$ cat config.mk
export PLATFORM = sky130hd
export DESIGN_NAME = itlb
export DESIGN_NICKNAME = d
export VERILOG_FILES = /design/src/common/fetch_pkg.sv /design/src/hw/itlb/itlb.sv
export SDC_FILE = /design/constraint.sdc
export NUM_CORES = 1
export LEC_CHECK = 0
export BUFFER_PORTS_ARGS = -buffer_cell sky130_fd_sc_hd__buf_4
export CAP_MARGIN = 20
export CORE_ASPECT_RATIO = 0.5
export CORE_UTILIZATION = 54
export CTS_CLUSTER_SIZE = 30
export DETAILED_ROUTE_END_ITERATION = 10
export GPL_TIMING_DRIVEN = 0
export PLACE_DENSITY = 0.76
export SETUP_SLACK_MARGIN = 0.05
export SLEW_MARGIN = 0
export SYNTH_ARGS = -nofsm -noshare
export SYNTH_HDL_FRONTEND = slang
export SYNTH_SLANG_ARGS = --single-unit
$ cat constraint.sdc
create_clock -name clk -period 3.6 [get_ports clk]
set_input_delay 0.18 -clock clk [delete_from_list [all_inputs] [get_ports clk]]
set_output_delay 0.18 -clock clk [all_outputs]
set_load 0.01 [all_outputs]
$ cat src/common/fetch_pkg.sv
package fetch_pkg;

    // exception code carried with every fetch slot
    typedef logic [4:0] excode_t;

    // slot without exception
    localparam excode_t NO_EX        = 5'd0;

    // both are TLBL in a real cp0
    // split here so decode sees refill and invalid apart
    localparam excode_t TLBL_REFILL  = 5'd2;
    localparam excode_t TLBL_INVALID = 5'd3;

    // misaligned fetch address
    localparam excode_t ADEL         = 5'd4;

    // boot entry in kseg1
    localparam logic [31:0] RESET_VECTOR   = 32'hbfc0_0000;

    // exception entries with BEV set
    // refill has its own entry point
    localparam logic [31:0] REFILL_VECTOR  = 32'hbfc0_0200;
    localparam logic [31:0] GENERAL_VECTOR = 32'hbfc0_0380;

    // kseg0 and kseg1 bypass the tlb
    localparam logic [31:0] UNMAPPED_LO = 32'h8000_0000;
    localparam logic [31:0] UNMAPPED_HI = 32'hbfff_ffff;

    // unmapped translation drops the top three bits
    localparam logic [31:0] PA_MASK     = 32'h1fff_ffff;

    // default instruction memory depth in words
    // kept a power of two so the index is a plain bit slice
    localparam int MEM_DEPTH = 1024;

endpackage

$ cat src/hw/itlb/itlb.sv
`timescale 1ns/1ps

module itlb
    import fetch_pkg::*;
#(
    parameter int TLB_ENTRIES = 8
)(
    input  logic                           clk,
    input  logic                           reset,
    input  logic [31:0]                    vaddr,
    output logic [31:0]                    paddr,
    output logic                           ex_refill,
    output logic                           ex_invalid,
    input  logic                           tlb_we,
    input  logic [$clog2(TLB_ENTRIES)-1:0] tlb_index,
    input  logic [19:0]                    tlb_vpn,
    input  logic [19:0]                    tlb_pfn,
    input  logic                           tlb_v
);

    // entry written at least once since reset
    logic [TLB_ENTRIES-1:0] present;
    // entry payload
    logic [19:0]            vpn_q [TLB_ENTRIES];
    logic [19:0]            pfn_q [TLB_ENTRIES];
    logic [TLB_ENTRIES-1:0] v_q;

    logic        unmapped;
    logic        hit;
    logic        hit_v;
    logic [19:0] hit_pfn;

    // kseg0 and kseg1 never look at the tlb
    assign unmapped = (vaddr >= UNMAPPED_LO) && (vaddr <= UNMAPPED_HI);

    // parallel compare on the 4 KB page number
    // software keeps entries unique so at most one hits
    always_comb begin
        hit     = 1'b0;
        hit_v   = 1'b0;
        hit_pfn = '0;
        for (int i = 0; i < TLB_ENTRIES; i++) begin
            if (present[i] && (vpn_q[i] == vaddr[31:12])) begin
                hit     = 1'b1;
                hit_v   = v_q[i];
                hit_pfn = pfn_q[i];
            end
        end
    end

    // page offset passes straight through
    assign paddr = unmapped ? (vaddr & PA_MASK) : {hit_pfn, vaddr[11:0]};

    // no entry at all
    assign ex_refill  = ~unmapped & ~hit;
    // entry found with V clear
    assign ex_invalid = ~unmapped & hit & ~hit_v;

    always_ff @(posedge clk) begin
        if (reset) begin
            present <= '0;
        end else if (tlb_we) begin
            present[tlb_index] <= 1'b1;
        end
    end

    // write port
    // a rewrite of a slot simply replaces it
    always_ff @(posedge clk) begin
        if (tlb_we) begin
            vpn_q[tlb_index] <= tlb_vpn;
            pfn_q[tlb_index] <= tlb_pfn;
            v_q[tlb_index]   <= tlb_v;
        end
    end

endmodule

==> flow_summary.toml <==
[status]
status = "finished clean"

[placement]
gp_congestion = 0.826
place_ws_ps = 221
hpwl_um = 22700
io_buffers = 79

[timing]
max-slew-margin-rel_pct = 37.9
hold_violations = 0
finalSetupViolCount = 0
drv_slew = 0
hold_ws_ps = 64.6
post-route-period-util_pct = 96.4
min_period_ps = 3470
tightestPinTransition_ps = 930
rsz0062_at_grt = "no"
setup_slack_ps = 129
fmax_mhz = 288
skew_ps = 0

[worst_setup_path]
critPathSlowestCell = "edfxtp_1"
max_stage_delay_ps = 390
worstPathMaxFanout = 10
r2r-end = "present[0]"
worst-setup-path-type = "flop to output port"
crit_chain = "xor2_1 -> nor4_1 -> nand4_1 -> a311oi_2 -> clkbuf_4 -> a221oi_1 -> a2111oi_2 -> o211a_1 -> buf_4"
endpoint = "paddr[19]"
crit_path_start_kind = "flop"
worstReg2RegStart = "present[0]"
ff2ff_setup_slack_ps = 3010
r2r_cells = 2
worstSetupStartpoint = "vpn_q[0][6]"
required_ps = 3420
crit_path_end_kind = "output port"
crit_arrival_ps = 3290

[synthesis]
synth_cells = 916
syn_area_um2 = 14000
synthFlopType = "edfxtp_1"
synth_area_per_cell_um2 = 15.3
yosys.cell_types.count = 44
synth_nets = 995
ys_warn_count = 0
synth-seq-cells = 336
synth_top_area_cell = "edfxtp_1"
synthTopCellsByArea = "edfxtp_1 70%, xor2_1 5.9%, xnor2_1 4.1%"
async_reset_ff_share_pct = 0
synth_edf_count = 328
yosysSeqAreaShare_pct = 71.3
synth_top_area_share_pct = 70.2

[cells_and_area]
regArea_um2 = 10000
areaGrowthSynthToFinish_pct = 20.5
nNetsFinal = 1167
layout_common_cells = "328 x edfxtp_1, 107 x buf_4, 95 x xor2_1"
drive_above_1_share_pct = 19.8
multiInputGateArea_um2 = 3670
final_common_cell = "edfxtp_1"
fillers = 1647

[grt]
grt_pass1_wl_um = 53300
grt_overflow = 0
antenna_found_initial = 0
grt_usage_pct = 27.3
grt_max_degree = 30
first_global_vias = 8666

[power]
p_int_mw = 6.39
pwr-share-comb_pct = 6.6
clkPwrFrac_pct = 38.6
switching_share_pct = 21.4
power_frac_seq_pct = 54.9
p_total_mw = 8.14
p_switching_mw = 1.74
p_per_area_nw_per_um2 = 481
p_leak_nw = 5.91
peakVddDrop_mv = 0.420

[detailed_routing]
dr.pass1.iters = 8
wirelength_um = 36600
drtIter0Drc = 1139
postRouteAntennaNets = 0
drc = 0
post_drt_wl_per_cell_um = 25.1
routed_via_density = 6.02
num_vias = 8759

[clock_tree]
clockBufferDepth = 3
h-tree-depth = 1
cts-root-buf = "clkbuf_16"
cts_tree = "done"
clkLatencyLatePin_ps = 560
clock_sinks = 336
numCtsBuffers = 29
clk_pin_slew_ps = 70

[die]
die_y_um = 116
rows = 41
ios = 113
dieWidth_um = 230
core_area_um2 = 25300
die_area_um2 = 26700
initial_utilization_pct = 55.4

[run]
maxCapViolCount = 0

[worst_hold_path]
whs_path_depth = 2
hp-class = "primary input to flop"
## per-layer routing
| metal | vias up | global-route usage (%) | wire, µm |
|---|---|---|---|
| met5 | - | 0 | 0 |
| met4 | 0 | 9.45 | 1140 |
| met3 | 90 | 4.04 | 3400 |
| met2 | 537 | 45.8 | 17600 |
| met1 | 4356 | 37.1 | 14500 |
| li1 | 3776 | - | - |
## cell type report
class,count,share of cell area (%)
inverter,39,0.866
multi-input combinational,476,21.7
timing repair buffer,141,7.89
antenna,1,0.0148
sequential,336,59.2
tap,344,2.55
clock inverter,15,0.844
clock buffer,38,4.67
buffer,65,2.26
## critical path, delay by kind of cell (launching register included)
| family | cells | cell delay [ps] |
|---|---|---|
| AO/OA/AOI/OAI | 4 | 1060 |
| buffers and inverters | 2 | 440 |
| flip-flops | 1 | 390 |
| XOR/XNOR | 1 | 170 |
| AND/OR/NAND/NOR | 2 | 670 |
## synth_stat cells, types with 6 or more instances
master       n
a2111oi_1    6
o2bb2a_1    18
clkbuf_1    18
a2111oi_2   11
nor4_1      23
buf_4       18
buf_2       21
nand2b_1    21
o211ai_1    20
nand2_1      8
nor3_1       7
o211a_1     17
nor2_1      67
nand4_1     18
xnor2_1     65
inv_1       39
dfxtp_1      8
edfxtp_1   328
xor2_1      95
a221oi_1    18
and3_1       6
nand3_1     26
o21ai_0     19
## cell families (layout without fill, tap and decap cells)
family	after synthesis	in the layout	synth area share [%]
compound gates	129	129	8.12
xor+xnor	160	160	9.99
buf+inv	104	298	3.72
flops	336	336	71.3
mux	1	1	0.0713
other cells	0	1	0
simple gates	186	186	6.77
## flip-flops by register name (all words and copies together) (netlist names)
name,cells
pfn_q,160
present,8
v_q,8
vpn_q,160
## how the worst min path moves through the flow
stage,startpoint,to
after detailed placement,tlb_pfn[3],pfn_q[7][3]
after global placement,tlb_pfn[16],pfn_q[1][16]
after CTS,tlb_index[1],pfn_q[4][18]
after floorplan,tlb_pfn[0],pfn_q[0][0]
after global routing,tlb_index[1],pfn_q[4][18]
final,tlb_index[1],pfn_q[4][18]
## through the flow
step                std cells  TNS (ps)  instance area, µm²  util, %
CTS                      1447         0               16800     66.2
global route             1454         0               16900     66.7
floorplan                 916         0               14000        -
finish                   1455         0               16900     66.7
global placement         1339    -91760               15100     59.5
detailed placement       1349         0               15400     60.6
## timing repair
item	CTS	global route
pin swaps	3	5
hold buffers	42	0
setup buffers	3	7
endpoints found under the setup margin	19	21
endpoints found under the hold margin	330	0
gates resized for setup	8	13
## power groups by stage
stage / sequential, mW / combinational (mW) / clock (mW)
after detailed placement: 4.55 / 0.484 / 0
final: 4.46 / 0.536 / 3.14
after global routing: 4.47 / 0.569 / 3.29
after floorplan: 4.54 / 0.244 / 0
after CTS: 4.46 / 0.525 / 3.12
after global placement: 4.55 / 0.445 / 0
Power figures use the tool's default switching activity.
