File: config.mk
export PLATFORM = sky130hd
export DESIGN_NAME = jump_predecode
export DESIGN_NICKNAME = d
export VERILOG_FILES = /design/src/common/mips_isa_pkg.sv /design/src/hw/jump_predecode.sv
export SDC_FILE = /design/constraint.sdc
export NUM_CORES = 1
export LEC_CHECK = 0
export ABC_CLOCK_PERIOD_IN_PS = 1500
export BUFFER_PORTS_ARGS = -buffer_cell sky130_fd_sc_hd__buf_2
export CORE_UTILIZATION = 21
export DETAILED_ROUTE_END_ITERATION = 8
export PLACE_DENSITY = 0.89
export SLEW_MARGIN = 20
export SYNTH_ARGS = -nofsm -noshare
export SYNTH_HDL_FRONTEND = slang
export SYNTH_SLANG_ARGS = --single-unit
File: constraint.sdc
create_clock -name clk -period 1.5 [get_ports clk]
set_input_delay 0.15 -clock clk [delete_from_list [all_inputs] [get_ports clk]]
set_output_delay 0.15 -clock clk [all_outputs]
set_load 0.005 [all_outputs]
File: src/common/mips_isa_pkg.sv
package mips_isa_pkg;

    // primary opcodes the front end cares about
    // J keeps no link, JAL writes ra later in the pipe
    localparam logic [5:0] OP_J   = 6'h02;
    localparam logic [5:0] OP_JAL = 6'h03;

    // one instruction word, two field layouts
    // opcode sits in the same six bits in both views
    typedef union packed {
        // immediate format
        struct packed {
            logic [5:0]  op;
            logic [4:0]  rs;
            logic [4:0]  rt;
            logic [15:0] imm;
        } itype;
        // jump format
        // index is a word offset inside the current 256 MB region
        struct packed {
            logic [5:0]  op;
            logic [25:0] index;
        } jtype;
    } inst_word_u;

endpackage

File: src/hw/jump_predecode.sv
`timescale 1ns/1ps

module jump_predecode
    import mips_isa_pkg::*;
(
    input  logic        clk,
    input  logic        reset,
    input  logic        out_valid,
    input  logic [31:0] out_inst,
    input  logic [31:0] out_pc,
    input  logic        ds_allowin,
    input  logic        flush,
    input  logic        eret,
    output logic        jmp_taken,
    output logic [31:0] jmp_target
);

    inst_word_u  iw;
    logic        is_jump;
    // redirect already given for the jump in the slot
    logic        fired;
    logic [31:0] ds_pc;

    assign iw      = out_inst;
    assign is_jump = out_valid && ((iw.jtype.op == OP_J) || (iw.jtype.op == OP_JAL));

    // region comes from the delay slot pc
    assign ds_pc      = out_pc + 32'd4;
    assign jmp_target = {ds_pc[31:28], iw.jtype.index, 2'b00};

    // first cycle the jump sits in the slot
    // its delay slot was requested the cycle before
    assign jmp_taken = is_jump & ~fired & ~flush & ~eret;

    always_ff @(posedge clk) begin
        if (reset || flush || eret) begin
            fired <= 1'b0;
        end else if (out_valid && ds_allowin) begin
            fired <= 1'b0;
        end else if (jmp_taken) begin
            fired <= 1'b1;
        end
    end

endmodule

==> summary.txt, run 1 <==
I/O pin total - 103
Hold Path Class - in -> out
simple-gate share of the synthesized area - 27.8%
area grow syn2layout - 16.5%
CP max-delay cell - or4b_1
fin crit share - 90.8%
status - finished clean
Post-Synth XOR/XNOR Area - 8.86%
sw frac - 26.4%
Mean Syn Cell Area - 7.32 um^2
CP delay by family, top - simple AND/OR/NAND/NOR gates
nets - 146
complex-gate fraction of the synthesized area - 4.11%
number of core rows - 15
initial antenna violation count - 0
first-pass GRT wire length - 1460 um
leakage - 0.231 nW
gr ovfl total - 0
final max-slew violation count - 0
vias in the first global route - 417
critical path type - in -> out
Final ANT Viol Nets - 0
Die H - 45.4 um
number of synthesized register bits - 1
top cell type's share of synthesized area - 53.2%
Yosys Warn Count - 0
clock latency on the worst-skew pair - 0 ps
synth top area cells - buf_4, nand4_1, xnor2_1
power density over the cells - 221 nW/um^2
ant diodes - 0
Largest regs - fired (1)
Clock Skews - 0 ps
Tmin final - 1360 ps
Final Hold Viols - 0
core area - 1750 um^2
largest net degree at the start of global routing - 5
Int Power - 0.0748 mW
Netlist cell types - 15
die width - 45.4 um
Gate power share - 73.3%
Die Area - 2060 um^2
DRT Pass-1 Iters - 2
via count - 417
Final HPWL DP - 961 um
unrepaired setup endpoints after global routing - false
Crit path top cell by count - buf_2
Psw - 0.0268 mW
Critical Path, Cell by Cell - buf_2 -> or4b_1 -> nor4_2 -> buf_2
Seq/Total Area, Yosys - 5.06%
Port Buf Inserts - 45
max cap viols - 0
Synth Area in Adders - 0%
via density per instance - 4.21
design area - 460 um^2
Initial Util - 22.7%
ratio of cells with drive above 1 in the final layout - 64.9%
WL final - 1000 um
Largest register FFs - 1
Max VDD drop - 148 uV
Fill cells - 187
critical path peak fanout - 2
Post-route DRC - 0
crit start category - input pin
Worst path max stage delay - 520 ps
post-synth top area cell - buf_4
setup TNS - 0 ps
Reg power frac - 26.7%
Mapped Cells - 54
Slew @ Worst Pin - 463 ps
Setup Buffers After CTS - 0
Routability Congestion - 0.707
clock share of power - 0%
# hold bufs at CTS - 0
CP bufs+invs - 2
main combinational cell family by area after synthesis - buffers and inverters
Highest Clock Rate - 0.734 GHz
mux contribution to synthesized area - 0%
largest register by flop count - fired
synthesized area - 395 um^2
Finished Core Util - 26.4%
post-placement cell area - 460 um^2
First DRT Iteration DRCs - 2
critical path arrival - 1210 ps
Critical Path Sink Type - output pin
Avg WL per Cell - 10.1 um
number of setup violations in the final report - 0
Req. time, crit path - 1350 ps
CTS resizes - 0
overall routing resource usage - 9.50%
relative slew slack - 68.3%
path summary, 6_finish.rpt:
| check | start | to | slack [ps] | depth (start not counted) |
|---|---|---|---|---|
| setup / recovery | out_inst[30] | jmp_taken | 140 | 4 |
| hold / removal | out_inst[13] | jmp_target[15] | 300 | 0 |
| setup reg to reg | fired | fired | 700 | 2 |
| hold reg to reg | fired | fired | 470 | 1 |
per-layer routing:
metal  GRT usage, %  up-vias  part of all wire [%]
met5              0        -                     0
met4           2.42        0                   1.2
met3           1.98        4                    15
met2           24.3       44                    58
met1           5.25      170                    26
li1               -      199                     -
placed cells by master (no fill, tap or decap):
cell type / Yosys / layout
and2_1: 1 / 1
buf_4: 28 / 2
dfxtp_1: 1 / 1
nand4_1: 7 / 7
or4b_1: 1 / 1
nand3_1: 3 / 3
nor4_1: 1 / 1
nor4_2: 1 / 1
conb_1: 1 / 2
nor3_1: 1 / 1
nand2_1: 2 / 2
nor2_1: 1 / 1
o21a_1: 1 / 1
buf_2: 0 / 45
a2111oi_0: 1 / 1
xnor2_1: 4 / 4
power groups by stage:
stage	Sequential (mW)	Clock [mW]	Combinational, mW
after floorplan	0.0272	0	0.0742
after global placement	0.0272	0	0.0710
after detailed placement	0.0272	0	0.0754
after CTS	0.0272	0	0.0755
after global routing	0.0272	0	0.0837
final	0.0272	0	0.0745
kinds of logic (layout without fill, tap and decap cells):
| logic type | count (synthesis) | count (layout) |
|---|---|---|
| AO/OA/AOI/OAI | 2 | 2 |
| buffers and inverters | 28 | 47 |
| XOR/XNOR | 4 | 4 |
| flip-flops | 1 | 1 |
| AND/OR/NAND/NOR | 18 | 18 |
| other | 1 | 2 |
final cells by class:
cell class	instances	area (um^2)	area share [%]
Timing Repair Buffer	47	240	52.2
Sequential cell	1	20.0	4.35
Multi-Input combinational cell	26	169	36.7
Tap cell	25	31.3	6.79
metrics by stage:
| stage | total power, mW | setup WS [ps] | std cells | hold WS [ps] |
|---|---|---|---|---|
| 4_1_cts | 0.103 | 131 | 99 | 300 |
| 6_report | 0.102 | 138 | 99 | 300 |
| 2_1_floorplan | 0.101 | 303 | 55 | 321 |
| 3_3_place_gp | 0.0981 | 168 | 99 | 300 |
| 3_5_place_dp | 0.103 | 137 | 99 | 300 |
| 5_1_grt | 0.111 | 48.2 | 99 | 300 |
synth_stat cells:
cell       instances
and2_1             1
xnor2_1            4
conb_1             1
or4b_1             1
o21a_1             1
nor3_1             1
nand4_1            7
nor4_1             1
nand3_1            3
buf_4             28
a2111oi_0          1
nor2_1             1
nand2_1            2
dfxtp_1            1
nor4_2             1
Power figures use the tool's default switching activity.
==> run 2: changes to the inputs <==
--- a/config.mk
+++ b/config.mk
@@ -5,9 +5,10 @@
 export SDC_FILE = /design/constraint.sdc
 export NUM_CORES = 1
 export LEC_CHECK = 0
+export ABC_AREA = 1
 export ABC_CLOCK_PERIOD_IN_PS = 1500
 export BUFFER_PORTS_ARGS = -buffer_cell sky130_fd_sc_hd__buf_2
-export CORE_UTILIZATION = 21
+export CORE_UTILIZATION = 29
 export DETAILED_ROUTE_END_ITERATION = 8
 export PLACE_DENSITY = 0.89
 export SLEW_MARGIN = 20
==> run 2 against run 1 <==
Clock skew did not move. Synthesized area grew 70%. Register-to-register slack about the same. Final cell count rose by 83%. Die area is 22% higher. Highest routed layer unchanged. Via count up 78%.
==> summary.txt, run 2 <==
Clock Skews - 0 ps (unchanged)
Initial Util - 30.6% (+8.0 points)
Avg WL per Cell - 7.87 um (-22%)
Netlist cell types - 12 (-3)
critical path arrival - 920 ps (-290 ps)
Highest Clock Rate - 0.939 GHz (+28%)
status - finished clean
number of setup violations in the final report - 0 (unchanged)
Yosys Warn Count - 0 (unchanged)
most frequent cells after synthesis - nand2_1, buf_4, nor2_1, inv_1, nor2_2
max cap viols - 0 (unchanged)
gr ovfl total - 0 (unchanged)
Mean Syn Cell Area - 4.97 um^2 (-32%)
Largest regs - fired (1)
Mapped Cells - 135 (+150%)
most frequent cells in the layout - nand2_1, buf_2, nor2_1
fin crit share - 71.0% (-20 points)
unrepaired setup endpoints after global routing - false
post-synth top area cell - nand2_1
core area - 2190 um^2 (+26%)
ratio of cells with drive above 1 in the final layout - 34.0% (-31 points)
number of synthesized register bits - 1 (unchanged)
clock latency on the worst-skew pair - 0 ps (unchanged)
Die H - 50.1 um (+10%)
ys async rst share - 0% (unchanged)
largest register by flop count - fired
r2r worst-path depth - 5 (+3)
Routability Congestion - 0.776 (+9.8%)
largest net degree at the start of global routing - 6 (+1)
Final HPWL DP - 1290 um (+34%)
via count - 741 (+78%)
predominant post-synthesis flop cell - dfxtp_1
overall routing resource usage - 11.2% (+1.7 points)
First DRT Iteration DRCs - 16 (+14)
Critical Path Sink Type - output pin
Cells on Worst Hold Path - 0 (unchanged)
top cell type's share of synthesized area - 33.0% (-20 points)
die width - 50.1 um (+10%)
Max VDD drop - 103 uV (-31%)
CTS resizes - 0 (unchanged)
setup TNS - 0 ps (unchanged)
Final ANT Viol Nets - 0 (unchanged)
DRT Pass-1 Iters - 4 (+2)
synth top area cells - nand2_1, buf_4, nor2_1
Final Hold Viols - 0 (unchanged)
initial antenna violation count - 0 (unchanged)
Hold Path Class - in -> out
synthesized area - 671 um^2 (+70%)
Tmin final - 1070 ps (-297 ps)
Post-route DRC - 0 (unchanged)
Largest register FFs - 1 (unchanged)
power density over the cells - 204 nW/um^2 (-7.4%)
crit start category - input pin
final max-slew violation count - 0 (unchanged)
Finished Core Util - 33.1% (+6.7 points)
ant diodes - 0 (unchanged)
first-pass GRT wire length - 2330 um (+60%)
Setup Buffers After CTS - 0 (unchanged)
Seq/Total Area, Yosys - 2.99% (-2.1 points)
nets - 225 (+54%)
Req. time, crit path - 1350 ps (about the same)
# hold bufs at CTS - 0 (unchanged)
Port Buf Inserts - 45 (unchanged)
I/O pin total - 103 (unchanged)
critical path type - in -> out
leakage - 0.391 nW (+69%)
WL final - 1430 um (+42%)
vias in the first global route - 624 (+50%)
critical path peak fanout - 2 (unchanged)
via density per instance - 4.09 (-2.8%)
commonest non-fill, non-tap cell in the layout - nand2_1
number of core rows - 17 (+2)
Die Area - 2510 um^2 (+22%)
area grow syn2layout - 8.02%
Post-synth EDFFs - 0 (unchanged)
WHS - 300 ps (unchanged)
most frequent cell after synthesis - nand2_1
-- run 2: changes by cell type after synthesis, sizes merged, moves of 2 or more --
| cell | delta |
|---|---|
| nand3b | +3 |
| xnor2 | -4 |
| nor4 | -2 |
| inv | +9 |
| nor2 | +28 |
| nand2 | +57 |
| nand4 | -5 |
-- run 2: layout make-up --
| cell class | count | area [um^2] |
|---|---|---|
| fill | 258 | 1470 |
| multi-input combinational | 98 | 410 |
| timing repair buffer | 45 | 225 |
| tap | 28 | 35.0 |
| inverter | 9 | 33.8 |
| sequential | 1 | 20.0 |
-- run 2: path summary, 6_finish.rpt --
path                from        endpoint  slack (ps)
max           out_pc[22]  jmp_target[29]         430
min          out_inst[8]  jmp_target[10]         300
max reg2reg        fired           fired         710
min reg2reg        fired           fired         450
-- run 2: kinds of logic after synthesis --
| logic type | after synthesis | share of synthesized area, % |
|---|---|---|
| other | 1 | 0.559 |
| AOI/OAI and AO/OA | 1 | 0.746 |
| buffers and inverters | 37 | 36.4 |
| DFF | 1 | 2.99 |
| and+or+nand+nor | 95 | 59.3 |
-- run 2: metal layers --
metal / vias up / routed length (um) / share of wire (%) / global-route usage [%]
li1: 414 / - / - / -
met1: 295 / 656 / 46 / 13.6
met2: 28 / 631 / 44 / 19.6
met3: 4 / 124 / 8.7 / 2.16
met4: 0 / 12 / 0.84 / 2.86
met5: - / 0 / 0 / 0
-- run 2: where the power goes --
part	internal [mW]	leakage (nW)	switching (mW)
clock network	0	0	0
logic	0.0606	0.383	0.0604
registers	0.0272	0.00805	0.00000299
-- run 2: worst max-delay path, cell delays in order --
cell and delay, ps:
buf_2 90, nand2_1 80, nor2_2 130, nand2_1 60, nor2_1 120, nand2_1 60, nand2_1 50, nand2_1 40
buf_2 120
-- run 2: stage by stage --
step,cells,instance area (um^2),power (mW),setup slack (ps)
2_1_floorplan,136,674,0.132,707
3_3_place_gp,181,724,0.147,431
6_report,181,724,0.148,435
4_1_cts,181,724,0.149,413
3_5_place_dp,181,724,0.149,414
5_1_grt,181,724,0.166,322
