==> src/common/fetch_pkg.sv <==
package fetch_pkg;

    // exception code carried with every fetch slot
    typedef logic [4:0] excode_t;

    // slot without exception
    localparam excode_t NO_EX        = 5'd0;

    // both are TLBL in a real cp0
    // split here so decode sees refill and invalid apart
    localparam excode_t TLBL_REFILL  = 5'd2;
    localparam excode_t TLBL_INVALID = 5'd3;

    // misaligned fetch address
    localparam excode_t ADEL         = 5'd4;

    // boot entry in kseg1
    localparam logic [31:0] RESET_VECTOR   = 32'hbfc0_0000;

    // exception entries with BEV set
    // refill has its own entry point
    localparam logic [31:0] REFILL_VECTOR  = 32'hbfc0_0200;
    localparam logic [31:0] GENERAL_VECTOR = 32'hbfc0_0380;

    // kseg0 and kseg1 bypass the tlb
    localparam logic [31:0] UNMAPPED_LO = 32'h8000_0000;
    localparam logic [31:0] UNMAPPED_HI = 32'hbfff_ffff;

    // unmapped translation drops the top three bits
    localparam logic [31:0] PA_MASK     = 32'h1fff_ffff;

    // default instruction memory depth in words
    // kept a power of two so the index is a plain bit slice
    localparam int MEM_DEPTH = 1024;

endpackage

==> src/hw/pre_if_stage.sv <==
`timescale 1ns/1ps

module pre_if_stage
    import fetch_pkg::*;
(
    input  logic        clk,
    input  logic        reset,
    input  logic        fs_allowin,
    input  logic [31:0] fs_pc,
    input  logic        br_taken,
    input  logic [31:0] br_target,
    input  logic        jmp_taken,
    input  logic [31:0] jmp_target,
    input  logic        flush,
    input  logic        flush_refill,
    input  logic        eret,
    input  logic [31:0] epc,
    input  logic        tlb_ex,
    input  logic        tlb_refill,
    output logic        inst_req,
    output logic [31:0] nextpc,
    output logic        ps_ex,
    output excode_t     ps_excode,
    output logic        halted
);

    // a memory request went out last cycle
    logic        issued_r;
    // pc to retry after a stalled cycle
    logic [31:0] pc_buf;
    logic [31:0] seq_pc;
    logic [31:0] flush_vec;
    logic        adel;
    logic        any_ex;
    logic        issue_en;

    assign seq_pc = fs_pc + 32'd4;

    // refill misses have their own entry point
    assign flush_vec = flush_refill ? REFILL_VECTOR : GENERAL_VECTOR;

    // timely path
    // the redirect lands on the request of this very cycle
    // a flush always opens the slot, so its vector goes out at once
    always_comb begin
        if (flush) begin
            nextpc = flush_vec;
        end else if (eret) begin
            nextpc = epc;
        end else if (jmp_taken) begin
            nextpc = jmp_target;
        end else if (issued_r) begin
            // outside branch only matters on a sequential step
            nextpc = br_taken ? br_target : seq_pc;
        end else begin
            nextpc = pc_buf;
        end
    end

    // halted until the later stages redirect
    // nothing goes out while in reset
    assign issue_en = ~reset & fs_allowin & (~halted | flush | eret);

    assign adel   = nextpc[1:0] != 2'b00;
    assign any_ex = adel | tlb_ex;

    // faulting address never reaches memory
    assign inst_req = issue_en & ~any_ex;
    assign ps_ex    = issue_en & any_ex;

    // address error wins over tlb
    always_comb begin
        if (adel) begin
            ps_excode = ADEL;
        end else if (tlb_ex) begin
            ps_excode = tlb_refill ? TLBL_REFILL : TLBL_INVALID;
        end else begin
            ps_excode = NO_EX;
        end
    end

    always_ff @(posedge clk) begin
        if (reset) begin
            issued_r <= 1'b0;
            pc_buf   <= RESET_VECTOR;
        end else begin
            issued_r <= inst_req;
            // whatever was chosen and not taken is retried
            pc_buf   <= nextpc;
        end
    end

    // stop after an exception slot
    always_ff @(posedge clk) begin
        if (reset) begin
            halted <= 1'b0;
        end else if (ps_ex) begin
            halted <= 1'b1;
        end else if (flush || eret) begin
            halted <= 1'b0;
        end
    end

endmodule

==> config.mk <==
export PLATFORM = sky130hd
export DESIGN_NAME = pre_if_stage
export DESIGN_NICKNAME = d
export VERILOG_FILES = /design/src/common/fetch_pkg.sv /design/src/hw/pre_if_stage.sv
export SDC_FILE = /design/constraint.sdc
export NUM_CORES = 1
export LEC_CHECK = 0
export BUFFER_PORTS_ARGS = -buffer_cell sky130_fd_sc_hd__buf_2
export CORE_ASPECT_RATIO = 0.7
export CORE_MARGIN = 2
export CORE_UTILIZATION = 24
export CTS_CLUSTER_SIZE = 28
export DETAILED_ROUTE_END_ITERATION = 16
export HOLD_SLACK_MARGIN = 0.08
export PLACE_DENSITY = 0.6
export SLEW_MARGIN = 20
export SYNTH_ARGS = -nofsm -noshare
export SYNTH_HDL_FRONTEND = slang
export SYNTH_SLANG_ARGS = --single-unit
==> constraint.sdc <==
create_clock -name clk -period 9.99 [get_ports clk]
set_clock_uncertainty 0.2 [all_clocks]
set_input_delay 2.4975 -clock clk [delete_from_list [all_inputs] [get_ports clk]]
set_output_delay 2.4975 -clock clk [all_outputs]
set_load 0.05 [all_outputs]
==> run metrics, run 1 <==
reg2reg setup slack=7.30 ns; number of H-tree levels=2; peak supply drop=61.23 uV; TritonCTS Buffers=5; worst path bufs/invs=3; drc violations=0; HP Class=register to register; Total Routing Usage GR=19.70%; Area contributors post-synth=dfxtp_1 22%, a21oi_1 7.2%, nor2_1 6.1%; r2r startpoint=issued_r; largest family of logic cells by synthesized area=simple AND/OR/NAND/NOR gates; Die Wd=140.4 um; asr flop ratio synth=0%; layout cells sized above 1=32.52%; Layout fillers=1394; Slowest-stage cell, CP=o311ai_0; Fin Setup TNS=0 ns; endpoints failing hold=0; CTS tree=built; initial core utilization=24.92%; Die ar.=13970 um2; area delta synth->final=35.37%; Hold-fix buffers, CTS=0; Synth Area in Compound Gates=33.69%; Crit Path Category=primary input to output pin; status=finished clean; max-cap check violation count=0; Final Max Tran Viols=0; Hold Crit Start=halted; fin util=between 30% and 40%; largest net degree at the start of global routing=53; most common cell after layout, fill and taps aside=buf_2; Final HPWL DP=roughly 11000 um; Root Buffer=clkbuf_16; Slew @ Worst Pin=a little under 1 ns; Placed Cells=~770; Final setup viols=0; power per cell area=111.8 nW/um2; synthesized flop and latch total=34; crit path launch type=primary input; Synth Instances=461; clk sinks=34; unrepaired setup endpoints after global routing=no; number of DRC markers in iteration 0=290; Power, Total=0.4734 mW; CP max stage delay=0.66 ns; CTS clk-pin slew, worst paths=0.06 ns; Total Wirelength=approximately 14000 um; worst-path cell chain=buf_2, inv_1, nand2_1, o311ai_0, nand2_1, buf_2; first-pass GRT wire length=21680 um; ANT nets after route=0; later-pin clock latency in the skew report=0.28 ns; core area=12550 um2; fin crit period=between 7 and 8 ns; routed wl met2=around 6000 um; sequential share of the synthesized area=between 20% and 30%; Required @ worst endpoint=approximately 7.3 ns; Post-CTS Setup Bufs=0; Worst Setup End Kind=output pin; Final Cycle Share=around 74%; adder-cell share of the synthesized area=0.4002%; drt wl/cell=18.39 um; Simple-Gate Fraction of Synth Area=33.69%; initial antenna violation count=0; input/output buffers=175; Crit path max-delay family=buffers and inverters; Post-Synth XOR/XNOR Area=approximately 2.2%; top routing layer in use=met4; Syn Area/Cell=6.783 um2; Max Freq=135.3 MHz; site row count=34; post-cts sizing count=0; DR vias=4271; DR pass1 iterations=5; Net count, final=between 700 and 800; cell taking the most area after synthesis=dfxtp_1; Top FF cell, synth=dfxtp_1; Synth Cell Area=around 3100 um2; CP Max Fanout=24; Post-synth EDFFs=0; Rel. slew slack=a little over a third; vias in the first global route=4018; die height=99.50 um; Final Worst Setup Slack=2.600 ns; count of unique library cells instantiated by Yosys=57; gp weighted congestion=between 0.8 and 0.9; yosys warns=0; final non-filler cell total=774; Critical Path Start=eret; antenna cell count=0; mux contribution to synthesized area=between 1 and 1.5%; most frequent cells in the layout=175 x buf_2, 51 x nor2_1, 45 x a21oi_1, 39 x nand2_1, 34 x dfxtp_1; I/O pin count=178; WL met3=approximately 1200 um; Synth top area share=21.77%; vias per cell=5.518; Leakage Power=1.798 nW; worst-case clock buffer depth=2; Overflow after GRT=0; dpl ws=2.686 ns; Worst EP arrival=between 4 and 5 ns; Metal-1 WL=6808 um
stage by stage:
stage / hold slack (ns) / cell area [um2]
final: 0.4481 / 4233
after global routing: 0.4915 / 4233
after CTS: 0.4453 / 4233
after detailed placement: 0.4339 / 4094
after global placement: 0.4445 / 4094
after floorplan: 0.3973 / 3131
routing by layer:
layer | global-route usage (%) | vias up
met5 | 0 | -
met4 | 3.108 | 0
met3 | 5.152 | 12
met2 | 30.73 | 199
met1 | 27.84 | 1995
li1 | - | 2065
Yosys cell counts (4+ instances only):
master / number
nand4_1: 11
nand3_1: 10
or4_1: 7
dfxtp_1: 34
a31oi_1: 6
a221oi_1: 12
buf_1: 4
o211ai_1: 7
mux2i_1: 4
inv_1: 17
o22ai_1: 5
and4_1: 4
a211oi_1: 5
a221o_1: 6
nor2_1: 51
a21oi_1: 45
o31a_1: 7
nor3_1: 32
nor2b_1: 4
or2_2: 6
o221ai_1: 11
xnor2_1: 5
and2_1: 4
clkbuf_1: 26
nand2_1: 39
o31ai_1: 8
nand2b_1: 7
o2bb2ai_1: 4
o21ai_0: 14
nor4_1: 19
o21a_1: 5
worst paths after layout:
| check | depth (start not counted) | to |
|---|---|---|
| hold / removal | 3 | halted |
| setup / recovery | 6 | nextpc[8] |
| setup reg to reg | 6 | pc_buf[29] |
| hold reg to reg | 3 | halted |
layout make-up:
class / instances / area (um2) / area share, %
clock buffers: 6 / 138.9 / 3.281
inverters: 18 / 67.56 / 1.596
multi-input cells: 375 / 2237 / 52.85
flip-flops and latches: 34 / 680.7 / 16.08
well taps: 162 / 202.7 / 4.789
repair buffers: 179 / 905.9 / 21.40
tightest hold or removal path, cell delays in order, from the launching register on:
cell,delay (ns)
dfxtp_1,0.30
and3_1,0.16
nor2_1,0.09
a211oi_1,0.05
flip-flops by register name, indices dropped and copies added, names as in the netlist:
register	cells
pc_buf	32
halted	1
issued_r	1
report_power, final:
group | internal, mW | switching, mW
Combinational | 0.0567 | 0.114
Clock | 0.0966 | 0.0613
Sequential | 0.143 | 0.00270
Total | 0.296 | 0.178
kinds of logic after synthesis:
kind of cell | after synthesis
AO/OA/AOI/OAI | 153
XOR/XNOR | 8
adder cells (fa/ha/maj) | 1
buffers and inverters | 53
flip-flops | 34
multiplexers | 4
other | 1
AND/OR/NAND/NOR | 207
Power figures use the tool's default switching activity.
==> run 2: changes to the inputs <==
Clock period 9.99 ns to 7.6 ns, I/O delays scaled along.
==> run metrics, run 2 (synthesis gave the netlist of run 1 again) <==
status=finished clean (unchanged); core area=12550 um2 (unchanged); Total Wirelength=14230 um (about the same); Leakage Power=1.808 nW (was 1.798 nW); Root Buffer=clkbuf_16 (unchanged); DR pass1 iterations=4 (was 5); Worst EP arrival=4.14 ns (was 4.69 ns); CP Max Fanout=22 (was 24); Placed Cells=769 (was 768); placed inst area=4101 um2 (was 4094 um2); max-cap check violation count=0 (unchanged); number of DRC markers in iteration 0=312 (was 290); die height=99.50 um (unchanged); CP max stage delay=0.59 ns (was 0.66 ns); gp weighted congestion=0.8274 (was 0.8418); multi-input logic area=2237 um2 (unchanged); Hold-fix buffers, CTS=0 (unchanged); peak supply drop=80.86 uV (was 61.23 uV); Fin Setup TNS=0 ns (unchanged); fin util=33.86% (was 33.73%); reg2reg setup slack=4.81 ns (was 7.30 ns); area delta synth->final=35.89% (was 35.37%); post-cts sizing count=0 (unchanged); endpoints failing hold=0 (unchanged); max FFs per register=32 (unchanged); biggest registers after layout=pc_buf: 32 flops, halted: 1 flops, issued_r: 1 flops (unchanged); Die Wd=140.4 um (unchanged); Net count, final=753 (was 752); drt wl/cell=18.32 um (was 18.39 um); worst-path cell chain=buf_2, inv_1, buf_4, nand2_1, o311ai_0, nand2_1, buf_2 (was buf_2, inv_1, nand2_1, o311ai_0, nand2_1, buf_2); CTS clk-pin slew, worst paths=0.06 ns (about the same); Overflow after GRT=0 (unchanged); HP Class=register to register (unchanged); layout cells sized above 1=32.68% (was 32.52%); Slowest-stage cell, CP=o311ai_0 (unchanged); Max Freq=160.3 MHz; crit path launch type=primary input (unchanged); initial core utilization=24.92% (unchanged); final non-filler cell total=777 (was 774); vias per cell=5.456 (was 5.518); Die ar.=13970 um2 (unchanged); later-pin clock latency in the skew report=0.28 ns (about the same); power per cell area=147.4 nW/um2 (was 111.8 nW/um2); first-pass GRT wire length=21940 um (was 21680 um); drc violations=0 (unchanged); Final setup viols=0 (unchanged); Most flops, register=pc_buf (unchanged); Layout fillers=1375 (was 1394); largest net degree at the start of global routing=35 (was 53); number of H-tree levels=2 (unchanged); clk sinks=34 (unchanged); Post-CTS Setup Bufs=0 (unchanged); ANT nets after route=0 (unchanged); Slew @ Worst Pin=0.9443 ns (was 0.9713 ns); unrepaired setup endpoints after global routing=no (unchanged); antenna cell count=0 (unchanged); Total Routing Usage GR=19.81% (was 19.70%); initial antenna violation count=0 (unchanged); Final Max Tran Viols=0 (unchanged); I/O pin count=178 (unchanged); Final HPWL DP=11040 um (was 10700 um); Crit path max-delay family=buffers and inverters (unchanged); TritonCTS Buffers=5 (unchanged); most common cell after layout, fill and taps aside=buf_2 (unchanged); Rel. slew slack=36.91% (was 35.11%); Worst Setup End Kind=output pin (unchanged); Reg area=680.7 um2 (unchanged); post-route cell area=4249 um2 (was 4233 um2); Required @ worst endpoint=5.50 ns (was 7.29 ns); CTS tree=built (unchanged); most frequent cells in the layout=175 x buf_2, 51 x nor2_1, 45 x a21oi_1, 39 x nand2_1, 34 x dfxtp_1 (unchanged); input/output buffers=175 (unchanged); Power, Total=0.6264 mW (was 0.4734 mW); DR vias=4239 (was 4271); Final Cycle Share=82.08%; fin crit period=just over 6 ns; worst path bufs/invs=4 (was 3); worst-case clock buffer depth=2 (unchanged); site row count=34 (unchanged); vias in the first global route=4130 (was 4018); Crit Path Category=primary input to output pin (unchanged)
[run 2: metrics by stage]
stage	setup WS (ns)	hold slack, ns
after global routing	1.193	0.4992
after detailed placement	1.414	0.4531
after CTS	1.419	0.4639
after global placement	1.432	0.4412
after floorplan	0.3174	0.3973
final	1.362	0.4520
[run 2: per-layer routing]
metal / up-vias / track usage, % / wire, um
met2: 172 / 31.83 / 6254
li1: 2058 / - / -
met5: - / 0 / 0
met1: 2002 / 28.24 / 6937
met3: 7 / 4.333 / 990
met4: 0 / 2.020 / 51
[run 2: area by class of cell]
cell class / count / area share, %
Clock buffer: 7 / 3.357
Tap cell: 162 / 4.770
Inverter: 18 / 1.590
Clock inverter: 1 / 0.1178
Timing Repair Buffer: 180 / 21.50
Sequential cell: 34 / 16.02
Multi-Input combinational cell: 375 / 52.65
[run 2: path summary, 6_finish.rpt]
path | from | to | depth (start not counted)
min | pc_buf[17] | pc_buf[17] | 2
min reg2reg | pc_buf[17] | pc_buf[17] | 2
max reg2reg | issued_r | pc_buf[20] | 5
max | eret | nextpc[8] | 7
[run 2: report_power, final]
part           switching [mW]  total (mW)  internal [mW]
Sequential            0.00399       0.191          0.187
Combinational           0.149       0.223         0.0748
Clock                  0.0815       0.212          0.130
Total                   0.234       0.626          0.392
[run 2: worst reg2reg max path: stages, from the launching register on]
cell and delay, ns:
dfxtp_1 0.48, buf_4 0.37, nor3b_1 0.82, nand2_1 0.14
nor3_1 0.54, nor3_1 0.12
