## src/common/fetch_pkg.sv

```systemverilog
package fetch_pkg;

    // exception code carried with every fetch slot
    typedef logic [4:0] excode_t;

    // slot without exception
    localparam excode_t NO_EX        = 5'd0;

    // both are TLBL in a real cp0
    // split here so decode sees refill and invalid apart
    localparam excode_t TLBL_REFILL  = 5'd2;
    localparam excode_t TLBL_INVALID = 5'd3;

    // misaligned fetch address
    localparam excode_t ADEL         = 5'd4;

    // boot entry in kseg1
    localparam logic [31:0] RESET_VECTOR   = 32'hbfc0_0000;

    // exception entries with BEV set
    // refill has its own entry point
    localparam logic [31:0] REFILL_VECTOR  = 32'hbfc0_0200;
    localparam logic [31:0] GENERAL_VECTOR = 32'hbfc0_0380;

    // kseg0 and kseg1 bypass the tlb
    localparam logic [31:0] UNMAPPED_LO = 32'h8000_0000;
    localparam logic [31:0] UNMAPPED_HI = 32'hbfff_ffff;

    // unmapped translation drops the top three bits
    localparam logic [31:0] PA_MASK     = 32'h1fff_ffff;

    // default instruction memory depth in words
    // kept a power of two so the index is a plain bit slice
    localparam int MEM_DEPTH = 1024;

endpackage

```

## src/hw/if_stage.sv

```systemverilog
`timescale 1ns/1ps

module if_stage
    import fetch_pkg::*;
(
    input  logic        clk,
    input  logic        reset,
    input  logic [31:0] nextpc,
    input  logic        req_accepted,
    input  logic        ps_ex,
    input  excode_t     ps_excode,
    input  logic        data_ok,
    input  logic [31:0] rdata,
    input  logic        flush,
    input  logic        eret,
    input  logic        ds_allowin,
    output logic        fs_allowin,
    output logic [31:0] fs_pc,
    output logic        out_valid,
    output logic [31:0] out_pc,
    output logic [31:0] out_inst,
    output logic        out_ex,
    output excode_t     out_excode
);

    logic        kill;
    logic        epoch;
    logic        epoch_now;
    // in-flight entry
    // one deep since memory answers in exactly one cycle
    logic        fl_valid;
    logic        fl_epoch;
    logic [31:0] fl_pc;
    logic        fl_ex;
    excode_t     fl_excode;
    logic        resp_valid;
    logic [31:0] resp_inst;
    logic        slot_free;
    // catches the one response that lands on a held slot
    logic        skid_valid;
    logic [31:0] skid_pc;
    logic [31:0] skid_inst;
    logic        skid_ex;
    excode_t     skid_excode;

    assign kill = flush | eret;
    // requests issued with a redirect already belong to the new epoch
    assign epoch_now = epoch ^ kill;

    // last issued pc feeds the sequential adder
    assign fs_pc = fl_pc;

    // exception slot completes without memory
    assign resp_valid = fl_valid & (fl_ex | data_ok) & (fl_epoch == epoch_now);
    assign resp_inst  = fl_ex ? 32'd0 : rdata;

    assign slot_free  = ~out_valid | ds_allowin;
    // a redirect empties the slot so its request may go out
    assign fs_allowin = slot_free | kill;

    always_ff @(posedge clk) begin
        if (reset) begin
            epoch    <= 1'b0;
            fl_valid <= 1'b0;
        end else begin
            epoch    <= epoch_now;
            fl_valid <= req_accepted | ps_ex;
        end
    end

    always_ff @(posedge clk) begin
        if (req_accepted || ps_ex) begin
            fl_pc     <= nextpc;
            fl_epoch  <= epoch_now;
            fl_ex     <= ps_ex;
            fl_excode <= ps_excode;
        end
    end

    // skid is empty whenever a response can arrive on a free slot
    always_ff @(posedge clk) begin
        if (reset || kill) begin
            out_valid  <= 1'b0;
            skid_valid <= 1'b0;
        end else if (slot_free) begin
            out_valid  <= skid_valid | resp_valid;
            skid_valid <= 1'b0;
        end else if (resp_valid) begin
            skid_valid <= 1'b1;
        end
    end

    always_ff @(posedge clk) begin
        if (slot_free) begin
            out_pc     <= skid_valid ? skid_pc : fl_pc;
            out_inst   <= skid_valid ? skid_inst : resp_inst;
            out_ex     <= skid_valid ? skid_ex : fl_ex;
            out_excode <= skid_valid ? skid_excode : fl_excode;
        end else if (resp_valid) begin
            skid_pc     <= fl_pc;
            skid_inst   <= resp_inst;
            skid_ex     <= fl_ex;
            skid_excode <= fl_excode;
        end
    end

endmodule

```

## config.mk

```make
export PLATFORM = sky130hd
export DESIGN_NAME = if_stage
export DESIGN_NICKNAME = d
export VERILOG_FILES = /design/src/common/fetch_pkg.sv /design/src/hw/if_stage.sv
export SDC_FILE = /design/constraint.sdc
export NUM_CORES = 1
export LEC_CHECK = 0
export ABC_AREA = 1
export BUFFER_PORTS_ARGS = -buffer_cell sky130_fd_sc_hd__buf_2
export CAP_MARGIN = 20
export CORE_MARGIN = 4
export CORE_UTILIZATION = 52
export DETAILED_ROUTE_END_ITERATION = 10
export HOLD_SLACK_MARGIN = 0.08
export PLACE_DENSITY = 0.79
export SLEW_MARGIN = 20
export SYNTH_ARGS = -nofsm -noshare
export SYNTH_HDL_FRONTEND = slang
export SYNTH_SLANG_ARGS = --single-unit
export TNS_END_PERCENT = 50
```

## constraint.sdc

```tcl
create_clock -name clk -period 8.85 [get_ports clk]
set_clock_uncertainty 0.15 [all_clocks]
set_input_delay 1.77 -clock clk [delete_from_list [all_inputs] [get_ports clk]]
set_output_delay 1.77 -clock clk [all_outputs]
set_load 0.01 [all_outputs]
```

==> flow_summary.yaml, run 1 <==
status:
  status: "complete, no violations"
floorplanning:
  die-area_um2: 15000
  rows: 41
  core_area_um2: 12700
  die_y_um: 122
  die_x_um: 122
  io_pins: 181
  initial_core_util_pct: 53.5
pwr:
  pwr-share-clk_pct: 39.3
  leakage_uw: 0.00377
  vdd_drop_max_v: 0.000140
  pwr-share-seq_pct: 53.8
  swShare_pct: 21.0
  powerDensity_nw_per_um2: 227
  switchingPower_uw: 402
  combPwrFrac_pct: 6.9
  internal_power_uw: 1510
global_route:
  grt_pass1_wl_mm: 20.0
  overflow: 0
  track_usage_pct: 17.8
  grt_max_degree: 72
  grt_pass1_vias: 4116
  antenna_found_initial: 2
layout:
  drive_gt1_share_pct: 33.8
  regArea_um2: 5460
  fillers: 990
  final_cell_mix: "nand2_1, buf_2, edfxtp_1"
  final_common_cell: "nand2_1"
  final_nets: 769
  n_antenna_cell: 0
  fin_cells: 877
  syn_to_final_growth_pct: 24.0
  multi_input_comb_area_um2: 1070
sta:
  setup_viol: 0
  period_share_pct: 47.9
  worstMarginPinSlew_ps: 956
  timing.fmax_mhz: 236
  hold_slack_ps: 300
  rsz0062_at_grt: "no"
  hold_violations: 0
  layout_setup_ws_ps: 4610
  relSlewSlack_pct: 36.3
  final.min_clock_period_ps: 4240
  tns_ps: 0
  drv_slew: 0
clocking:
  cts_hold_buf: 0
  path_clk_slew_ps: 60
  clock_sinks: 183
  cts_root_buf: "clkbuf_16"
  cts_htree_levels: 4
  cts_resized: 0
  post_cts_buffers: 0
  cts_tree: "built"
  cts_buffer_depth: 2
  cts_inserted_buffers: 17
  clock_latency_ps: 420
detailed_routing:
  dr.first_iter.drc_count: 279
  wl_met3_mm: 1.10
  drc_errors: 0
  met1Wirelength_mm: 5.07
  top_layer_used: "met5"
  viasPerCell: 4.76
  ant_nets: 0
  wl_met2_mm: 6.65
  routed_wirelength_mm: 13.1
  post_drt_wl_per_cell_um: 14.9
  via_count: 4173
  firstDrtPassIters: 5
synth:
  synth_xor_xnor_area_share_pct: 0
  synth-simple-area-share_pct: 15.1
  syn_nets: 585
  yosys_warnings: 0
  ys_ff_latch: 183
  synth_compound_area_share_pct: 0.515
  synth_top_family_by_area: "simple AND/OR/NAND/NOR gates"
  synth_area_leaders: "edfxtp_1, nand2_1, inv_1"
  yosys.area_share.adder_pct: 0
  syn_area_um2: 6800
  synth_mux_area_share_pct: 0
  seq_area_frac_synth_pct: 80.2
  synth.top_cell.area_share_pct: 79.0
  syn_inst: 508
  syn_area_per_cell_um2: 13.4
  synth_top_area_cell: "edfxtp_1"
  synth.distinct_cells: 16
placement:
  dpl.cell_count: 845
  dpl_worst_slack_ps: 4620
  port_buffers: 180
  gp_congestion: 0.733
  dp_hpwl_mm: 8.20
worst_setup_path:
  critical_path.max_stage_delay_ps: 230
  critPathArrivalTime_ps: 2320
  path_cells: "buf_2, nor2_1, nand2_1, buf_2"
  critPathLaunchType: "input port"
  worstPathRequired_ps: 6930
  cp-end-kind: "output pin"
  path_max_fanout: 4
  slowest_stage: "nor2_1"
  crit_top_cell: "buf_2"
  critPathKind: "input port to output pin"
job:
  maxCapViolCount: 0
hold_path:
  hp-class: "flop to flop"
==> sequential cells by signal, summed over array words and instances, names as in the netlist, 5 cells and up <==
| signal | flops |
|---|---|
| fl_excode | 5 |
| fs_pc | 32 |
| out_excode | 5 |
| out_inst | 32 |
| out_pc | 32 |
| skid_excode | 5 |
| skid_inst | 32 |
| skid_pc | 32 |
==> cell families after synthesis <==
logic type             after synthesis
and+or+nand+nor                    259
DFF                                183
buffers and inverters               61
AOI/OAI and AO/OA                    5
==> critical path, delay by kind of cell <==
kind | cells | cell delay (ps)
buffers and inverters | 2 | 250
AND/OR/NAND/NOR | 2 | 310
==> metal layers <==
metal / vias to the layer above / GRT usage [%]
li1: 2044 / -
met1: 1925 / 20.8
met2: 176 / 29.4
met3: 24 / 6.36
met4: 4 / 8.19
met5: - / 0
==> cell type report <==
type	count	share of cell area [%]
inverter	42	1.91
clock inverter	13	1.82
tap	172	2.55
sequential	183	64.7
multi-input combinational	264	12.7
clock buffer	19	5.25
timing repair buffer	184	11.0
==> metrics by stage <==
| step | utilization, % | cell area (um2) | power, uW |
|---|---|---|---|
| final | 66.3 | 8440 | 1910 |
| after global routing | 66.3 | 8440 | 1990 |
| after CTS | 66.3 | 8440 | 1930 |
| after detailed placement | 61.6 | 7840 | 1180 |
| after global placement | 61.6 | 7840 | 1180 |
| after floorplan | - | 6800 | 1110 |
==> cell usage after synthesis <==
cell type,number
nor2_1,26
o21a_1,1
nand3_1,1
nand2_2,3
nand3_2,3
a21oi_1,2
edfxtp_1,179
nand2_1,216
inv_4,1
nor2_2,9
buf_6,4
a21oi_2,2
buf_2,15
nor2_4,1
inv_1,41
dfxtp_1,4
==> power by group through the flow <==
stage / Combinational, uW / Sequential [uW] / Clock, uW
4_1_cts: 135 / 1030 / 765
6_report: 133 / 1030 / 752
2_1_floorplan: 42.8 / 1070 / 0
5_1_grt: 148 / 1030 / 806
3_3_place_gp: 130 / 1040 / 0
3_5_place_dp: 134 / 1050 / 0
==> final timing paths <==
check / from / endpoint / slack, ps / depth (start not counted)
setup / recovery: ds_allowin / fs_allowin / 4610 / 4
hold / removal: fl_excode[0] / skid_excode[0] / 300 / 0
setup reg to reg: out_valid / skid_excode[1] / 6330 / 6
hold reg to reg: fl_excode[0] / skid_excode[0] / 300 / 0
Power figures use the tool's default switching activity.
==> run 2, diff against run 1 <==
--- a/config.mk
+++ b/config.mk
@@ -5,14 +5,14 @@
 export SDC_FILE = /design/constraint.sdc
 export NUM_CORES = 1
 export LEC_CHECK = 0
-export ABC_AREA = 1
+export ABC_AREA = 0
 export BUFFER_PORTS_ARGS = -buffer_cell sky130_fd_sc_hd__buf_2
 export CAP_MARGIN = 20
 export CORE_MARGIN = 4
-export CORE_UTILIZATION = 52
+export CORE_UTILIZATION = 47
 export DETAILED_ROUTE_END_ITERATION = 10
 export HOLD_SLACK_MARGIN = 0.08
-export PLACE_DENSITY = 0.79
+export PLACE_DENSITY = 0.76
 export SLEW_MARGIN = 20
 export SYNTH_ARGS = -nofsm -noshare
 export SYNTH_HDL_FRONTEND = slang
==> constraint.sdc (replaced) <==
create_clock -name clk -period 3.6 [get_ports clk]
set_clock_uncertainty 0.15 [all_clocks]
set_input_delay 0.72 -clock clk [delete_from_list [all_inputs] [get_ports clk]]
set_output_delay 0.72 -clock clk [all_outputs]
set_load 0.01 [all_outputs]
==> flow_summary.yaml, run 2 <==
layout:
  regArea_um2: 5460
  final_nets: 585
  multi_input_comb_area_um2: 1120
  final_cell_mix: "buf_2, edfxtp_1, mux2_2"
  fin_area_um2: 8290
  fin_cells: 700
  final_common_cell: "buf_2"
  drive_gt1_share_pct: 54.9
  syn_to_final_growth_pct: 24.4
  fillers: 1052
synth:
  synth_top_area_cell: "edfxtp_1"
  synth_area_leaders: "edfxtp_1, mux2_2, nor2b_1"
  synth.top_cell.area_share_pct: 80.6
  syn_area_um2: 6670
  synth_most_common_cell: "edfxtp_1"
  synth-edff-count: 179
  syn_area_per_cell_um2: 21.1
  ys_ff_latch: 183
  syn_nets: 393
  seq_area_frac_synth_pct: 81.8
  yosys_warnings: 0
  synth.distinct_cells: 21
  synth-main-ff-cell: "edfxtp_1"
  synth_common_cells: "edfxtp_1, mux2_2, nor2b_1"
  async_flop_share_pct: 0
  syn_inst: 316
placement:
  dpl.cell_count: 669
  dp_hpwl_mm: 8.03
  place_area_um2: 7770
  dpl_worst_slack_ps: 873
  gp_congestion: 0.732
  port_buffers: 180
detailed_routing:
  met1Wirelength_mm: 4.74
  viasPerCell: 4.87
  ant_nets: 0
  wl_met2_mm: 6.01
  dr.first_iter.drc_count: 142
  drc_errors: 0
  post_drt_wl_per_cell_um: 17.1
  top_layer_used: "met4"
  firstDrtPassIters: 4
  wl_met3_mm: 1.02
  routed_wirelength_mm: 11.9
  via_count: 3408
clocking:
  clock_latency_ps: 420
  post_cts_buffers: 0
  cts_buffer_depth: 2
  clock_sinks: 183
  cts_hold_buf: 0
  cts_inserted_buffers: 17
  cts_root_buf: "clkbuf_16"
  cts_htree_levels: 4
  cts_tree: "built"
  path_clk_slew_ps: 60
  cts_resized: 0
worst_setup_path:
  worstPathRequired_ps: 2730
  cp-end-kind: "output pin"
  crit_top_cell: "buf_2"
  critPathKind: "input port to output pin"
  slowest_stage: "nor2b_1"
  path_cells: "buf_2, nor2b_1, nand2_1, buf_2"
  critPathArrivalTime_ps: 1460
  critPathLaunchType: "input port"
  path_max_fanout: 6
  path_buf_inv: 2
  critical_path.top_delay_family: "simple AND/OR/NAND/NOR gates"
  critical_path.max_stage_delay_ps: 350
floorplanning:
  io_pins: 181
  core_area_um2: 13900
  die_y_um: 127
  die-area_um2: 16200
  die_x_um: 127
  initial_core_util_pct: 48.0
  rows: 43
sta:
  worstMarginPinSlew_ps: 953
  hold_violations: 0
  drv_slew: 0
  rsz0062_at_grt: "no"
  layout_setup_ws_ps: 1270
  setup_viol: 0
  timing.fmax_mhz: 429
  final.min_clock_period_ps: 2330
  period_share_pct: 64.7
  tns_ps: 0
  relSlewSlack_pct: 36.4
job:
  maxCapViolCount: 0
pwr:
  internal_power_uw: 3570
  powerDensity_nw_per_um2: 543
  power.total_uw: 4500
  swShare_pct: 20.7
  switchingPower_uw: 933
  vdd_drop_max_v: 0.000299
  leakage_uw: 0.00325
  combPwrFrac_pct: 7.2
  pwr-share-clk_pct: 36.6
  pwr-share-seq_pct: 56.2
global_route:
  track_usage_pct: 15.3
  overflow: 0
  grt_max_degree: 73
  grt_pass1_vias: 3658
  antenna_found_initial: 0
  grt_pass1_wl_mm: 19.0
hold_path:
  hp-class: "flop to flop"
status:
  status: "complete, no violations"
==> run 2: worst paths after layout <==
check | start | slack, ps | depth (start not counted) | end
setup reg to reg | out_valid | 1430 | 4 | skid_inst[15]
hold reg to reg | fl_excode[0] | 300 | 0 | skid_excode[0]
hold / removal | fl_excode[0] | 300 | 0 | skid_excode[0]
setup / recovery | ds_allowin | 1270 | 4 | fs_allowin
==> run 2: layout make-up <==
type / instances / share of cell area, %
timing repair buffer: 184 / 11.5
sequential: 183 / 65.9
antenna: 1 / 0.0302
inverter: 1 / 0.0604
clock buffer: 19 / 5.22
tap: 180 / 2.72
clock inverter: 11 / 1.04
multi-input combinational: 121 / 13.5
==> run 2: power by group through the flow <==
stage               combinational [uW]  clock, uW  sequential, uW
finish                             325       1650            2530
global route                       356       1790            2540
CTS                                332       1680            2530
detailed placement                 331          0            2580
global placement                   323          0            2570
floorplan                          107          0            2620
==> run 2: worst register-to-register path, delay by kind of cell (launching register included) <==
family / cells / cell delay [ps]
buffers and inverters: 1 / 290
flip-flops: 1 / 310
AND/OR/NAND/NOR: 3 / 1090
==> run 2: kinds of logic after synthesis <==
logic type	share of synthesized area, %
AOI/OAI and AO/OA	0.375
xor gates and xnor gates	0.394
buffers and inverters	1.43
DFF	81.8
muxes	11.8
and+or+nand+nor	4.13
==> run 2: stage by stage <==
step	hold slack, ps	utilization, %
2_1_floorplan	272	-
3_3_place_gp	276	56.0
3_5_place_dp	282	56.0
4_1_cts	300	59.7
5_1_grt	303	59.7
6_report	297	59.7
==> run 2: metal layers <==
layer  track usage [%]  up-vias
met1              18.4     1663
met2              25.4      125
li1                  -     1605
met4              5.49        0
met5                 0        -
met3              5.98       15
==> run 3, diff against run 2 <==
--- a/config.mk
+++ b/config.mk
@@ -9,10 +9,10 @@
 export BUFFER_PORTS_ARGS = -buffer_cell sky130_fd_sc_hd__buf_2
 export CAP_MARGIN = 20
 export CORE_MARGIN = 4
-export CORE_UTILIZATION = 47
+export CORE_UTILIZATION = 52
 export DETAILED_ROUTE_END_ITERATION = 10
 export HOLD_SLACK_MARGIN = 0.08
-export PLACE_DENSITY = 0.76
+export PLACE_DENSITY = 0.79
 export SLEW_MARGIN = 20
 export SYNTH_ARGS = -nofsm -noshare
 export SYNTH_HDL_FRONTEND = slang
==> constraint.sdc (replaced) <==
create_clock -name clk -period 2.4 [get_ports clk]
set_clock_uncertainty 0.15 [all_clocks]
set_input_delay 0.48 -clock clk [delete_from_list [all_inputs] [get_ports clk]]
set_output_delay 0.48 -clock clk [all_outputs]
set_load 0.01 [all_outputs]
==> flow_summary.yaml, run 3 (synthesis gave the netlist of run 2 again) <==
status:
  status: "complete, no violations"
worst_setup_path:
  crit_start: "ps_ex"
  critPathArrivalTime_ps: 1890
  worstPathRequired_ps: 2290
  critPathKind: "input port to flop"
  critPathLaunchType: "input port"
  cp-end-kind: "flop"
  reg2reg_slack_ps: 610
  path_max_fanout: 40
  r2r_start: "fl_epoch"
global_route:
  track_usage_pct: 18.5
  grt_pass1_vias: 3887
  overflow: 0
  grt_pass1_wl_mm: 20.4
  grt_max_degree: 71
  antenna_found_initial: 1
detailed_routing:
  via_count: 3649
  routed_wirelength_mm: 13.1
  viasPerCell: 4.98
  ant_nets: 0
  drc_errors: 0
  post_drt_wl_per_cell_um: 17.8
  firstDrtPassIters: 4
  dr.first_iter.drc_count: 210
clocking:
  path_clk_slew_ps: 60
  clock_latency_ps: 420
  cts_inserted_buffers: 17
  cts_tree: "built"
  clock_sinks: 183
  cts_htree_levels: 4
  cts_root_buf: "clkbuf_16"
  cts_buffer_depth: 2
pwr:
  switchingPower_uw: 1430
  combPwrFrac_pct: 7.9
  leakage_uw: 0.00342
  swShare_pct: 20.6
  pwr-share-clk_pct: 37.4
  powerDensity_nw_per_um2: 797
  internal_power_uw: 5500
  pwr-share-seq_pct: 54.7
  vdd_drop_max_v: 0.000522
placement:
  gp_congestion: 0.744
  dp_hpwl_mm: 8.03
  dpl_worst_slack_ps: 418
  port_buffers: 180
sta:
  setup_viol: 0
  layout_setup_ws_ps: 399
  final.min_clock_period_ps: 2000
  hold_violations: 0
  period_share_pct: 83.4
  rsz0062_at_grt: "no"
  tns_ps: 0
  timing.fmax_mhz: 500
  drv_slew: 0
  worstMarginPinSlew_ps: 977
  relSlewSlack_pct: 34.9
floorplanning:
  initial_core_util_pct: 53.0
  core_area_um2: 12600
  die_y_um: 121
  die_x_um: 121
  die-area_um2: 14700
  rows: 41
  io_pins: 181
hold_path:
  hp-class: "input port to flop"
  hp-start: "ps_excode[2]"
layout:
  final_nets: 625
  drive_gt1_share_pct: 51.6
  n_antenna_cell: 0
  final_common_cell: "buf_2"
  syn_to_final_growth_pct: 30.7
  final_cell_mix: "buf_2, edfxtp_1, mux2_2"
job:
  maxCapViolCount: 0
-- run 3: cell count changes in the layout (fill, tap and decap cells not counted) --
cell	before	now
clkinv_1	3	4
nor2b_1	31	30
dlygate4sd3_1	0	37
buf_4	2	5
diode_2	1	0
clkinv_2	5	2
bufinv_16	1	2
nor2b_4	0	1
nand2_1	3	2
clkinv_4	2	1
nand2_2	0	1
clkbuf_1	2	3
clkinvlp_4	1	3
-- run 3: power groups by stage --
stage	registers, uW	logic, uW	clock network, uW
floorplan	3930	163	0
finish	3800	546	2590
global route	3820	594	2780
CTS	3800	549	2640
global placement	3860	482	0
detailed placement	3860	498	0
-- run 3: cell type report --
| type | instances | area (um2) |
|---|---|---|
| Inverter | 1 | 7.51 |
| Clock inverter | 11 | 109 |
| Multi-Input combinational cell | 121 | 1130 |
| Tap cell | 172 | 215 |
| Timing Repair Buffer | 224 | 1350 |
| Fill cell | 773 | 3860 |
| Sequential cell | 183 | 5460 |
| Clock buffer | 20 | 437 |
-- run 3: metrics by stage --
| step | hold slack (ps) | util, % | cell area, um2 | std cells | total power (uW) |
|---|---|---|---|---|---|
| floorplan | 272 | - | 6690 | 316 | 4100 |
| global placement | 279 | 62.0 | 7790 | 664 | 4340 |
| detailed placement | 288 | 62.0 | 7790 | 664 | 4360 |
| CTS | 80.5 | 69.3 | 8710 | 732 | 6990 |
| global route | 84.2 | 69.3 | 8710 | 732 | 7190 |
| finish | 107 | 69.3 | 8710 | 732 | 6940 |
-- run 3: worst max-delay path, cell delays in order --
cell and delay [ps]:
dlygate4sd3_1 530, buf_2 110, or2_2 750
-- run 3: repair_timing --
action / CTS / global route
endpoints found under the hold margin: 37 / 0
setup buffers: 0 / 0
resized for setup: 0 / 0
hold buffers: 37 / 0
-- run 3: metal layers --
metal / GRT usage (%) / part of all wire (%) / routed length (um) / vias to the layer above
li1: - / - / - / 1681
met1: 23.3 / 42 / 5490 / 1775
met2: 29.1 / 48 / 6210 / 173
met3: 6.57 / 8.9 / 1170 / 18
met4: 8.05 / 1.4 / 178 / 2
met5: 0 / 0.084 / 11 / -
-- run 3: path summary, 6_finish.rpt --
path,to,cells past startpoint
setup / recovery,fs_pc[28],3
hold / removal,fl_excode[2],1
setup reg to reg,skid_inst[3],4
hold reg to reg,skid_excode[4],0
